## src/include/issue_cfg.svh

```systemverilog
`ifndef ISSUE_CFG_SVH
`define ISSUE_CFG_SVH

// Width of one architectural register and of pc/imm values
`define ISSUE_XLEN 32

// Number of integer registers, x0 included
`define ISSUE_REG_COUNT 32

// Bits needed to address one register
`define ISSUE_REG_ADDR_W 5

`endif

```

## src/rtl/issue_pkg.sv

```systemverilog
`include "issue_cfg.svh"

package issue_pkg;

  // Execution unit selected by decode
  typedef enum logic [1:0] {
    UNIT_ALU    = 2'd0,
    UNIT_BRANCH = 2'd1,
    UNIT_MEM    = 2'd2
  } unit_e;

  typedef enum logic [2:0] {
    ALU_ADD = 3'd0,
    ALU_SUB = 3'd1,
    ALU_AND = 3'd2,
    ALU_OR  = 3'd3,
    ALU_XOR = 3'd4,
    ALU_SLT = 3'd5,
    ALU_SLL = 3'd6,
    ALU_SRL = 3'd7
  } alu_op_e;

  typedef enum logic [2:0] {
    BR_BEQ  = 3'd0,
    BR_BNE  = 3'd1,
    BR_BLT  = 3'd2,
    BR_BGE  = 3'd3,
    BR_JAL  = 3'd4,
    BR_JALR = 3'd5
  } branch_op_e;

  typedef enum logic [2:0] {
    MEM_LB = 3'd0,
    MEM_LH = 3'd1,
    MEM_LW = 3'd2,
    MEM_SB = 3'd3,
    MEM_SH = 3'd4,
    MEM_SW = 3'd5
  } mem_op_e;

  // Decoded instruction as it arrives from decode
  typedef struct packed {
    unit_e                        unit;
    // Raw opcode, meaning depends on unit
    logic [2:0]                   op;
    logic                         writes_rd;
    logic [`ISSUE_REG_ADDR_W-1:0] rd_addr;
    logic [`ISSUE_REG_ADDR_W-1:0] rs1_addr;
    logic [`ISSUE_REG_ADDR_W-1:0] rs2_addr;
    logic [`ISSUE_XLEN-1:0]       pc;
    logic [`ISSUE_XLEN-1:0]       imm;
    logic                         use_imm;
  } issue_instr_t;

  // Fields shared by every execution unit
  typedef struct packed {
    logic [`ISSUE_XLEN-1:0]       rs1;
    logic [`ISSUE_XLEN-1:0]       rs2;
    logic [`ISSUE_XLEN-1:0]       pc;
    logic [`ISSUE_XLEN-1:0]       imm;
    logic [`ISSUE_REG_ADDR_W-1:0] rd_addr;
  } exec_common_t;

  typedef struct packed {
    alu_op_e      op;
    logic         use_imm;
    exec_common_t common;
  } alu_data_t;

  typedef struct packed {
    branch_op_e   op;
    logic         writes_rd;
    exec_common_t common;
  } branch_data_t;

  typedef struct packed {
    mem_op_e      op;
    logic         writes_rd;
    exec_common_t common;
  } mem_data_t;

endpackage

```

## src/rtl/issue_dispatch.sv

```systemverilog
`timescale 1ns/1ps
`include "issue_cfg.svh"

module issue_dispatch (
  input  logic                     clk_core,
  input  logic                     rst_core_n,
  input  logic                     flush_i,
  input  issue_pkg::issue_instr_t  instr_i,
  input  logic                     advance_i,
  input  logic [`ISSUE_XLEN-1:0]   rs1_data_i,
  input  logic [`ISSUE_XLEN-1:0]   rs2_data_i,
  input  logic                     alu_ready_i,
  input  logic                     branch_ready_i,
  input  logic                     mem_ready_i,
  output logic                     free_o,
  output issue_pkg::alu_data_t     alu_data_o,
  output logic                     alu_valid_o,
  output issue_pkg::branch_data_t  branch_data_o,
  output logic                     branch_valid_o,
  output issue_pkg::mem_data_t     mem_data_o,
  output logic                     mem_valid_o
);

  logic                    d_valid;
  issue_pkg::unit_e        d_unit;
  logic [2:0]              d_op;
  logic                    d_writes_rd;
  logic                    d_use_imm;
  issue_pkg::exec_common_t d_common;
  logic                    tgt_ready;

  // Ready of the buffer this entry is headed for
  always_comb begin
    case (d_unit)
      issue_pkg::UNIT_ALU:    tgt_ready = alu_ready_i;
      issue_pkg::UNIT_BRANCH: tgt_ready = branch_ready_i;
      issue_pkg::UNIT_MEM:    tgt_ready = mem_ready_i;
      default:                tgt_ready = 1'b1;
    endcase
  end

  assign free_o = ~d_valid | tgt_ready;

  always_ff @(posedge clk_core or negedge rst_core_n) begin
    if (!rst_core_n) begin
      d_valid <= 1'b0;
    end else if (flush_i) begin
      d_valid <= 1'b0;
    end else if (advance_i) begin
      d_valid <= 1'b1;
    end else if (tgt_ready) begin
      d_valid <= 1'b0;
    end
  end

  // Operands are sampled at the advance edge
  always_ff @(posedge clk_core) begin
    if (advance_i) begin
      d_unit           <= instr_i.unit;
      d_op             <= instr_i.op;
      d_writes_rd      <= instr_i.writes_rd;
      d_use_imm        <= instr_i.use_imm;
      d_common.rs1     <= rs1_data_i;
      d_common.rs2     <= rs2_data_i;
      d_common.pc      <= instr_i.pc;
      d_common.imm     <= instr_i.imm;
      d_common.rd_addr <= instr_i.rd_addr;
    end
  end

  always_comb begin
    alu_data_o.op            = issue_pkg::alu_op_e'(d_op);
    alu_data_o.use_imm       = d_use_imm;
    alu_data_o.common        = d_common;
    branch_data_o.op         = issue_pkg::branch_op_e'(d_op);
    branch_data_o.writes_rd  = d_writes_rd;
    branch_data_o.common     = d_common;
    mem_data_o.op            = issue_pkg::mem_op_e'(d_op);
    mem_data_o.writes_rd     = d_writes_rd;
    mem_data_o.common        = d_common;
  end

  assign alu_valid_o    = d_valid & (d_unit == issue_pkg::UNIT_ALU);
  assign branch_valid_o = d_valid & (d_unit == issue_pkg::UNIT_BRANCH);
  assign mem_valid_o    = d_valid & (d_unit == issue_pkg::UNIT_MEM);

endmodule

```

## src/rtl/issue_regfile.sv

```systemverilog
`timescale 1ns/1ps
`include "issue_cfg.svh"

module issue_regfile (
  input  logic                         clk_core,
  input  logic                         rst_core_n,
  input  logic [`ISSUE_REG_ADDR_W-1:0] rs1_addr_i,
  input  logic [`ISSUE_REG_ADDR_W-1:0] rs2_addr_i,
  input  logic [`ISSUE_REG_ADDR_W-1:0] wr_addr_i,
  input  logic [`ISSUE_XLEN-1:0]       wr_data_i,
  input  logic                         wr_en_i,
  output logic [`ISSUE_XLEN-1:0]       rs1_data_o,
  output logic [`ISSUE_XLEN-1:0]       rs2_data_o
);

  logic [`ISSUE_XLEN-1:0] regs [`ISSUE_REG_COUNT];

  always_ff @(posedge clk_core or negedge rst_core_n) begin
    if (!rst_core_n) begin
      for (int i = 0; i < `ISSUE_REG_COUNT; i++) begin
        regs[i] <= '0;
      end
    end else if (wr_en_i && (wr_addr_i != '0)) begin
      regs[wr_addr_i] <= wr_data_i;
    end
  end

  // x0 reads zero; a same-cycle write is forwarded to the readers
  always_comb begin
    if (rs1_addr_i == '0) begin
      rs1_data_o = '0;
    end else if (wr_en_i && (wr_addr_i == rs1_addr_i)) begin
      rs1_data_o = wr_data_i;
    end else begin
      rs1_data_o = regs[rs1_addr_i];
    end

    if (rs2_addr_i == '0) begin
      rs2_data_o = '0;
    end else if (wr_en_i && (wr_addr_i == rs2_addr_i)) begin
      rs2_data_o = wr_data_i;
    end else begin
      rs2_data_o = regs[rs2_addr_i];
    end
  end

endmodule

```

## src/rtl/issue_scoreboard.sv

```systemverilog
`timescale 1ns/1ps
`include "issue_cfg.svh"

module issue_scoreboard (
  input  logic                          clk_core,
  input  logic                          rst_core_n,
  input  logic                          flush_i,
  input  issue_pkg::issue_instr_t       instr_i,
  input  logic                          valid_i,
  output logic                          ready_o,
  input  logic                          dispatch_free_i,
  input  logic                          wr_en_i,
  input  logic [`ISSUE_REG_ADDR_W-1:0]  wr_addr_i,
  output issue_pkg::issue_instr_t       instr_o,
  output logic                          valid_o,
  output logic                          advance_o,
  output logic [`ISSUE_REG_ADDR_W-1:0]  rs1_addr_o,
  output logic [`ISSUE_REG_ADDR_W-1:0]  rs2_addr_o
);

  issue_pkg::issue_instr_t held_instr;
  logic                    held_valid;

  // One pending bit per destination register
  logic [`ISSUE_REG_COUNT-1:0] pending;
  logic [`ISSUE_REG_COUNT-1:0] wr_clear;
  logic [`ISSUE_REG_COUNT-1:0] rd_set;
  logic [`ISSUE_REG_COUNT-1:0] pending_eff;
  logic                        hazard;
  logic                        accept;

  always_comb begin
    wr_clear = '0;
    if (wr_en_i) begin
      wr_clear[wr_addr_i] = 1'b1;
    end
    rd_set = '0;
    if (advance_o && held_instr.writes_rd && (held_instr.rd_addr != '0)) begin
      rd_set[held_instr.rd_addr] = 1'b1;
    end
  end

  // A register written back this cycle no longer blocks
  assign pending_eff = pending & ~wr_clear;

  assign hazard = pending_eff[held_instr.rs1_addr] | pending_eff[held_instr.rs2_addr];

  assign advance_o = held_valid & ~hazard & dispatch_free_i;
  assign ready_o   = ~flush_i & (~held_valid | advance_o);
  assign accept    = valid_i & ready_o;

  always_ff @(posedge clk_core or negedge rst_core_n) begin
    if (!rst_core_n) begin
      held_valid <= 1'b0;
      pending    <= '0;
    end else if (flush_i) begin
      held_valid <= 1'b0;
      pending    <= '0;
    end else begin
      // Set wins over a clear of the same register
      pending <= (pending & ~wr_clear) | rd_set;
      if (accept) begin
        held_valid <= 1'b1;
      end else if (advance_o) begin
        held_valid <= 1'b0;
      end
    end
  end

  always_ff @(posedge clk_core) begin
    if (accept) begin
      held_instr <= instr_i;
    end
  end

  assign instr_o    = held_instr;
  assign valid_o    = held_valid;
  assign rs1_addr_o = held_instr.rs1_addr;
  assign rs2_addr_o = held_instr.rs2_addr;

endmodule

```

## src/rtl/issue_skid_buffer.sv

```systemverilog
`timescale 1ns/1ps

module issue_skid_buffer #(
  parameter int WIDTH = 8
) (
  input  logic             clk_core,
  input  logic             rst_core_n,
  input  logic             flush_i,
  input  logic [WIDTH-1:0] data_i,
  input  logic             valid_i,
  output logic             ready_o,
  output logic [WIDTH-1:0] data_o,
  output logic             valid_o,
  input  logic             ready_i
);

  logic [WIDTH-1:0] out_data;
  logic             out_valid;
  logic [WIDTH-1:0] skid_data;
  logic             skid_valid;
  logic             in_take;
  logic             out_free;

  // Ready comes straight from a flop
  assign ready_o  = ~skid_valid;
  assign in_take  = valid_i & ~skid_valid;
  assign out_free = ~out_valid | ready_i;

  always_ff @(posedge clk_core or negedge rst_core_n) begin
    if (!rst_core_n) begin
      out_valid  <= 1'b0;
      skid_valid <= 1'b0;
    end else if (flush_i) begin
      out_valid  <= 1'b0;
      skid_valid <= 1'b0;
    end else if (out_free) begin
      // Skid entry drains first to keep order
      out_valid  <= skid_valid | in_take;
      skid_valid <= 1'b0;
    end else if (in_take) begin
      skid_valid <= 1'b1;
    end
  end

  always_ff @(posedge clk_core) begin
    if (out_free) begin
      if (skid_valid) begin
        out_data <= skid_data;
      end else if (in_take) begin
        out_data <= data_i;
      end
    end else if (in_take) begin
      skid_data <= data_i;
    end
  end

  assign data_o  = out_data;
  assign valid_o = out_valid;

endmodule

```

## src/rtl/issue_stage.sv

```systemverilog
`timescale 1ns/1ps
`include "issue_cfg.svh"

module issue_stage (
  input  logic                         clk_core,
  input  logic                         rst_core_n,
  input  logic                         flush_req_i,
  output logic                         flush_ack_o,
  input  issue_pkg::issue_instr_t      issue_instr_i,
  input  logic                         valid_i,
  output logic                         ready_o,
  output issue_pkg::alu_data_t         alu_data_o,
  output logic                         alu_valid_o,
  input  logic                         alu_ready_i,
  output issue_pkg::branch_data_t      branch_data_o,
  output logic                         branch_valid_o,
  input  logic                         branch_ready_i,
  output issue_pkg::mem_data_t         mem_data_o,
  output logic                         mem_valid_o,
  input  logic                         mem_ready_i,
  input  logic                         wr_en_i,
  input  logic [`ISSUE_REG_ADDR_W-1:0] wr_addr_i,
  input  logic [`ISSUE_XLEN-1:0]       wr_data_i
);

  // Hold stage to dispatch
  issue_pkg::issue_instr_t      s1_instr;
  logic                         s1_advance;
  logic                         dispatch_free;
  logic [`ISSUE_REG_ADDR_W-1:0] rs1_addr;
  logic [`ISSUE_REG_ADDR_W-1:0] rs2_addr;
  logic [`ISSUE_XLEN-1:0]       rs1_data;
  logic [`ISSUE_XLEN-1:0]       rs2_data;

  // Dispatch to the unit buffers
  issue_pkg::alu_data_t    d_alu_data;
  issue_pkg::branch_data_t d_branch_data;
  issue_pkg::mem_data_t    d_mem_data;
  logic                    d_alu_valid;
  logic                    d_branch_valid;
  logic                    d_mem_valid;
  logic                    alu_buf_ready;
  logic                    branch_buf_ready;
  logic                    mem_buf_ready;

  issue_regfile regfile_inst (
    .clk_core   (clk_core),
    .rst_core_n (rst_core_n),
    .rs1_addr_i (rs1_addr),
    .rs2_addr_i (rs2_addr),
    .wr_addr_i  (wr_addr_i),
    .wr_data_i  (wr_data_i),
    .wr_en_i    (wr_en_i),
    .rs1_data_o (rs1_data),
    .rs2_data_o (rs2_data)
  );

  issue_scoreboard scoreboard_inst (
    .clk_core        (clk_core),
    .rst_core_n      (rst_core_n),
    .flush_i         (flush_req_i),
    .instr_i         (issue_instr_i),
    .valid_i         (valid_i),
    .ready_o         (ready_o),
    .dispatch_free_i (dispatch_free),
    .wr_en_i         (wr_en_i),
    .wr_addr_i       (wr_addr_i),
    .instr_o         (s1_instr),
    .valid_o         (),
    .advance_o       (s1_advance),
    .rs1_addr_o      (rs1_addr),
    .rs2_addr_o      (rs2_addr)
  );

  issue_dispatch dispatch_inst (
    .clk_core       (clk_core),
    .rst_core_n     (rst_core_n),
    .flush_i        (flush_req_i),
    .instr_i        (s1_instr),
    .advance_i      (s1_advance),
    .rs1_data_i     (rs1_data),
    .rs2_data_i     (rs2_data),
    .alu_ready_i    (alu_buf_ready),
    .branch_ready_i (branch_buf_ready),
    .mem_ready_i    (mem_buf_ready),
    .free_o         (dispatch_free),
    .alu_data_o     (d_alu_data),
    .alu_valid_o    (d_alu_valid),
    .branch_data_o  (d_branch_data),
    .branch_valid_o (d_branch_valid),
    .mem_data_o     (d_mem_data),
    .mem_valid_o    (d_mem_valid)
  );

  issue_skid_buffer #(
    .WIDTH ($bits(issue_pkg::alu_data_t))
  ) alu_buf_inst (
    .clk_core   (clk_core),
    .rst_core_n (rst_core_n),
    .flush_i    (flush_req_i),
    .data_i     (d_alu_data),
    .valid_i    (d_alu_valid),
    .ready_o    (alu_buf_ready),
    .data_o     (alu_data_o),
    .valid_o    (alu_valid_o),
    .ready_i    (alu_ready_i)
  );

  issue_skid_buffer #(
    .WIDTH ($bits(issue_pkg::branch_data_t))
  ) branch_buf_inst (
    .clk_core   (clk_core),
    .rst_core_n (rst_core_n),
    .flush_i    (flush_req_i),
    .data_i     (d_branch_data),
    .valid_i    (d_branch_valid),
    .ready_o    (branch_buf_ready),
    .data_o     (branch_data_o),
    .valid_o    (branch_valid_o),
    .ready_i    (branch_ready_i)
  );

  issue_skid_buffer #(
    .WIDTH ($bits(issue_pkg::mem_data_t))
  ) mem_buf_inst (
    .clk_core   (clk_core),
    .rst_core_n (rst_core_n),
    .flush_i    (flush_req_i),
    .data_i     (d_mem_data),
    .valid_i    (d_mem_valid),
    .ready_o    (mem_buf_ready),
    .data_o     (mem_data_o),
    .valid_o    (mem_valid_o),
    .ready_i    (mem_ready_i)
  );

  // Flush completes in one cycle everywhere
  always_ff @(posedge clk_core or negedge rst_core_n) begin
    if (!rst_core_n) begin
      flush_ack_o <= 1'b0;
    end else begin
      flush_ack_o <= flush_req_i;
    end
  end

endmodule

```

## config.mk

```make
export PLATFORM = sky130hd
export DESIGN_NAME = issue_stage
export DESIGN_NICKNAME = d
export VERILOG_FILES = /design/src/rtl/issue_pkg.sv /design/src/rtl/issue_dispatch.sv /design/src/rtl/issue_regfile.sv /design/src/rtl/issue_scoreboard.sv /design/src/rtl/issue_skid_buffer.sv /design/src/rtl/issue_stage.sv
export VERILOG_INCLUDE_DIRS = /design/src /design/src/include
export SDC_FILE = /design/constraint.sdc
export NUM_CORES = 2
export LEC_CHECK = 0
export BUFFER_PORTS_ARGS = -buffer_cell sky130_fd_sc_hd__clkbuf_2
export CAP_MARGIN = 20
export CORE_ASPECT_RATIO = 1.4
export CORE_MARGIN = 10
export CORE_UTILIZATION = 40
export DETAILED_ROUTE_END_ITERATION = 10
export SLEW_MARGIN = 10
export SYNTH_ARGS = -nofsm -noshare
export SYNTH_HDL_FRONTEND = slang
export SYNTH_SLANG_ARGS = --single-unit
export TNS_END_PERCENT = 1
```

## constraint.sdc

```tcl
create_clock -name clk_core -period 23.2 [get_ports clk_core]
set_clock_uncertainty 0.05 [all_clocks]
set_input_delay 2.32 -clock clk_core [delete_from_list [all_inputs] [get_ports clk_core]]
set_output_delay 2.32 -clock clk_core [all_outputs]
set_load 0.02 [all_outputs]
```

==> summary by stage <==
Die
547 I/O pins were placed. The horizontal die dimension is 429 um. The die height is 592 um. The initial standard-cell utilization of the core is 40.3%. The core region is 232000 um^2. The floorplan has 209 rows. The die area is 254000 um^2.

Clocking
The number of buffers inserted by hold repair at cts is 0. The maximum count of clock buffers along a single path is 4. Post-CTS repair changed the size of 0 cells. TritonCTS built the clock tree. The latest clock arrival within the worst-skew pair is 0.87 ns. The clock transition at the registers of the reported paths is 0.06 ns.

For this design, the sink count on the clock tree is 2113. The number of buffers inserted to repair setup after CTS is 0. The tree is rooted in a sky130_fd_sc_hd__clkbuf_16. TritonCTS created 209 clock buffers. In this run the number of H-tree levels came out at 4.

Power and ir drop
For this design the static power due to leakage is 41.1 nW. The overall power of the completed layout is 9.14 mW. In this run the power density over the cells is 86.1 nW/um^2. The maximum vdd drop is 0.0656 mV.

Critical path
At the worst endpoint, the required time is 20.83 ns. Along the worst path, the maximum fanout reaches 36. For the worst setup path, the data arrival time is 6.38 ns.

Measured in cells, the most critical reg-to-reg path has a length of 10. The register-to-register setup slack is 17.40 ns. The sort of element at the end of the critical path is an output port. STA classifies the critical path startpoint as an input pin. The endpoint identified for the worst register-to-register timing path is scoreboard_inst.instr_o[46]$_DFFE_PP_.

The reg-to-reg critical path startpoint is scoreboard_inst.rs2_addr_o[0]$_DFFE_PP_. The critical path is of the input pin to output port type.

Global route
Global routing consumed, over all layers together, 21.6% of the routing resources. The initial antenna violation count was 24. The number of global-route vias before repair is 54300. The total global routing overflow is 0. The largest net degree at the start of global routing is 180.

The wire length of the first global-routing pass is 406 mm.

Route
Once detail routing completed, the nets flagged for antenna violations numbered 0. The routed wirelength normalized by instance count is 31.4 um. Summed over all layers, the routed wires come to 279 mm. The total vias in the final route is 51800. The first routing iteration left 4439 violations. The post-route DRC violation count is 0. The first-pass iteration count of the detailed router is 6. Dividing the detail-routed via count by the number of cells gives 5.82.

Placement
Input and output buffers added on the ports amount to 546. In this run the cell area measured after placement is 99400 um^2. The placed wire-length estimate is 166 mm. The worst setup timing slack at the placement stage is 14.41 ns. At the end of routability-driven placement, the weighted congestion stood at 0.811.

Timing
Setup repair after global routing left no endpoint under its margin. The max-slew violation total from the final report is 0. The highest clock frequency the design can meet is 114 MHz. At the pin with the least slew margin, the transition time is 1.17 ns. The count of final hold-check violations is 0.

The time the worst path needs with I/O delays and setup is 8.75 ns. The setup slack after layout is 14.45 ns. Setup violations remaining at the end of the flow were counted as 0. Headroom to the max-slew limit came out at 21.4%. The worst path uses 37.7% of the clock period.

Adding up every negative setup slack in the final design gives 0 ns.

Yosys
Sequential cells were found to cover 62.2% of the synthesized design area. The fraction of registers with async set or reset after synthesis is 50.4%. The mean post-synth cell area is 17.7 um^2. In this run the cell area of the synthesized design comes to 93500 um^2. The synthesized design contains 2113 register bits.

Counting distinct cell types in the post-synthesis netlist gives 60. For this run, the leading register cell type out of synthesis is sky130_fd_sc_hd__dfrtp_1. Of all cell types, the one taking the most synthesized area is sky130_fd_sc_hd__edfxtp_1.

Counting every instance in the synthesized netlist gives 5294. The number of synthesis warnings is 0. The top cell type by area accounts for 33.7% of the synthesized area. In the post-synthesis netlist, the biggest area contributors are sky130_fd_sc_hd__edfxtp_1 (34%), sky130_fd_sc_hd__dfrtp_1 (29%), sky130_fd_sc_hd__mux2_2 (16%), sky130_fd_sc_hd__mux4_2 (15%), sky130_fd_sc_hd__clkbuf_1 (1.5%).

Counting flops with a built-in enable in the synthesized netlist gives 1048. When the netlist entered floorplanning its net count stood at 5425.

Finish
The area growth from synthesis to final layout is 13.5%. In the layout the commonest cells are sky130_fd_sc_hd__mux2_2 (1345), sky130_fd_sc_hd__dfrtp_1 (1062), sky130_fd_sc_hd__edfxtp_1 (1048). In the final design database the tool counted 5816 nets. The library cell used most frequently in the layout, excluding fill and tap cells, is sky130_fd_sc_hd__mux2_2.

The finished cells cover 106000 um^2. The filler cells instantiated in the layout total 19700. The fraction of layout instances using a drive strength above 1 is 51.4%.

Job
The number of max-capacitance violations reported is 0.

Run status
The flow ran to the end, and the final reports show no timing, DRC or antenna violations.

Worst hold path
The hold-critical path depth is 0. For hold timing, the worst endpoint is dispatch_inst.d_unit[0]$_DFFE_PP_. The path category of the worst min-delay check is flop to flop. The worst hold path begins at scoreboard_inst.instr_o[84]$_DFFE_PP_.
critical path, cell delays in order:
cell and delay (ns):
sky130_fd_sc_hd__clkbuf_2 0.18, sky130_fd_sc_hd__nand4b_1 0.69, sky130_fd_sc_hd__nor2_4 0.96, sky130_fd_sc_hd__o221ai_1 0.24, sky130_fd_sc_hd__nand4_1 0.15, sky130_fd_sc_hd__a31oi_1 0.07, sky130_fd_sc_hd__nor3_1 0.62, sky130_fd_sc_hd__and3_4 0.69
sky130_fd_sc_hd__o21a_1 0.22, sky130_fd_sc_hd__clkbuf_2 0.18
metrics by stage:
stage	cells	utilization (%)	hold WS [ns]
after CTS	8896	45.7	0.322
after detailed placement	8528	42.9	0.333
after floorplan	5294	-	0.350
after global placement	8527	42.9	0.326
final	8910	45.8	0.334
after global routing	8904	45.8	0.332
logic make-up after synthesis:
group | count (synthesis) | synth area share (%)
compound gates | 176 | 1.35
buf+inv | 496 | 2.05
mux | 2047 | 32.2
xor+xnor | 10 | 0.0937
simple gates | 452 | 2.10
flops | 2113 | 62.2
cell usage after synthesis, types with 8 or more instances:
cell type and n:
sky130_fd_sc_hd__buf_2 18, sky130_fd_sc_hd__dfrtp_1 1065, sky130_fd_sc_hd__mux2_2 1345, sky130_fd_sc_hd__o21ai_0 29, sky130_fd_sc_hd__a21oi_1 10, sky130_fd_sc_hd__mux2i_1 65
sky130_fd_sc_hd__nor3_1 12, sky130_fd_sc_hd__o211ai_1 8, sky130_fd_sc_hd__clkbuf_1 373, sky130_fd_sc_hd__xor2_1 8, sky130_fd_sc_hd__nor2b_1 16, sky130_fd_sc_hd__nand3_1 11
sky130_fd_sc_hd__nor2_1 99, sky130_fd_sc_hd__o32ai_1 16, sky130_fd_sc_hd__o22ai_1 17, sky130_fd_sc_hd__a211oi_1 60, sky130_fd_sc_hd__nand2_1 260, sky130_fd_sc_hd__buf_1 91
sky130_fd_sc_hd__nand4_1 9, sky130_fd_sc_hd__mux4_2 637, sky130_fd_sc_hd__edfxtp_1 1048
layer usage:
metal	up-vias	track usage [%]	routed length (um)
met5	-	0	109
li1	21400	-	-
met4	18	7.52	10600
met2	1970	36.4	138000
met3	535	3.95	17500
met1	27900	28.1	113000
flip-flops by register name, indices dropped and copies added (netlist names), 2 cells and up:
signal / count
branch_buf_inst.skid_data: 137
dispatch_inst.d_op: 3
dispatch_inst.alu_data_o: 133
scoreboard_inst.pending: 32
scoreboard_inst.rs2_addr_o: 5
regfile_inst.regs: 1024
mem_buf_inst.skid_data: 137
alu_buf_inst.data_o: 137
scoreboard_inst.rs1_addr_o: 5
scoreboard_inst.instr_o: 76
dispatch_inst.d_unit: 2
branch_buf_inst.data_o: 137
alu_buf_inst.skid_data: 137
mem_buf_inst.data_o: 137
where the power goes:
group | switching [mW] | leakage (nW) | internal, mW | total [mW]
sequential | 0.286 | 23.2 | 4.34 | 4.62
clock | 1.46 | 3.24 | 1.89 | 3.35
combinational | 0.465 | 14.7 | 0.692 | 1.16
total | 2.21 | 41.1 | 6.92 | 9.14
final cells by class:
class | count | area (um^2) | area share (%)
multi-input combinational | 2685 | 33700 | 31.8
sequential | 2113 | 58100 | 54.8
antenna | 9 | 22.5 | 0.0212
clock buffer | 283 | 5800 | 5.47
tap | 3059 | 3830 | 3.61
timing repair buffer | 668 | 3790 | 3.57
clock inverter | 85 | 807 | 0.760
inverter | 8 | 30.0 | 0.0283
worst max path at each step:
stage,start,end,slack [ns],depth (start not counted)
after floorplan,mem_ready_i,mem_buf_inst.skid_data[0]$_DFFE_PP_,6.83,3
after global placement,wr_addr_i[2],ready_o,14.50,10
after detailed placement,wr_addr_i[2],ready_o,14.41,10
after CTS,wr_addr_i[2],ready_o,14.37,10
after global routing,wr_en_i,ready_o,14.30,10
final,wr_addr_i[2],ready_o,14.45,10
No activity file was read; power rests on OpenSTA's default activity.
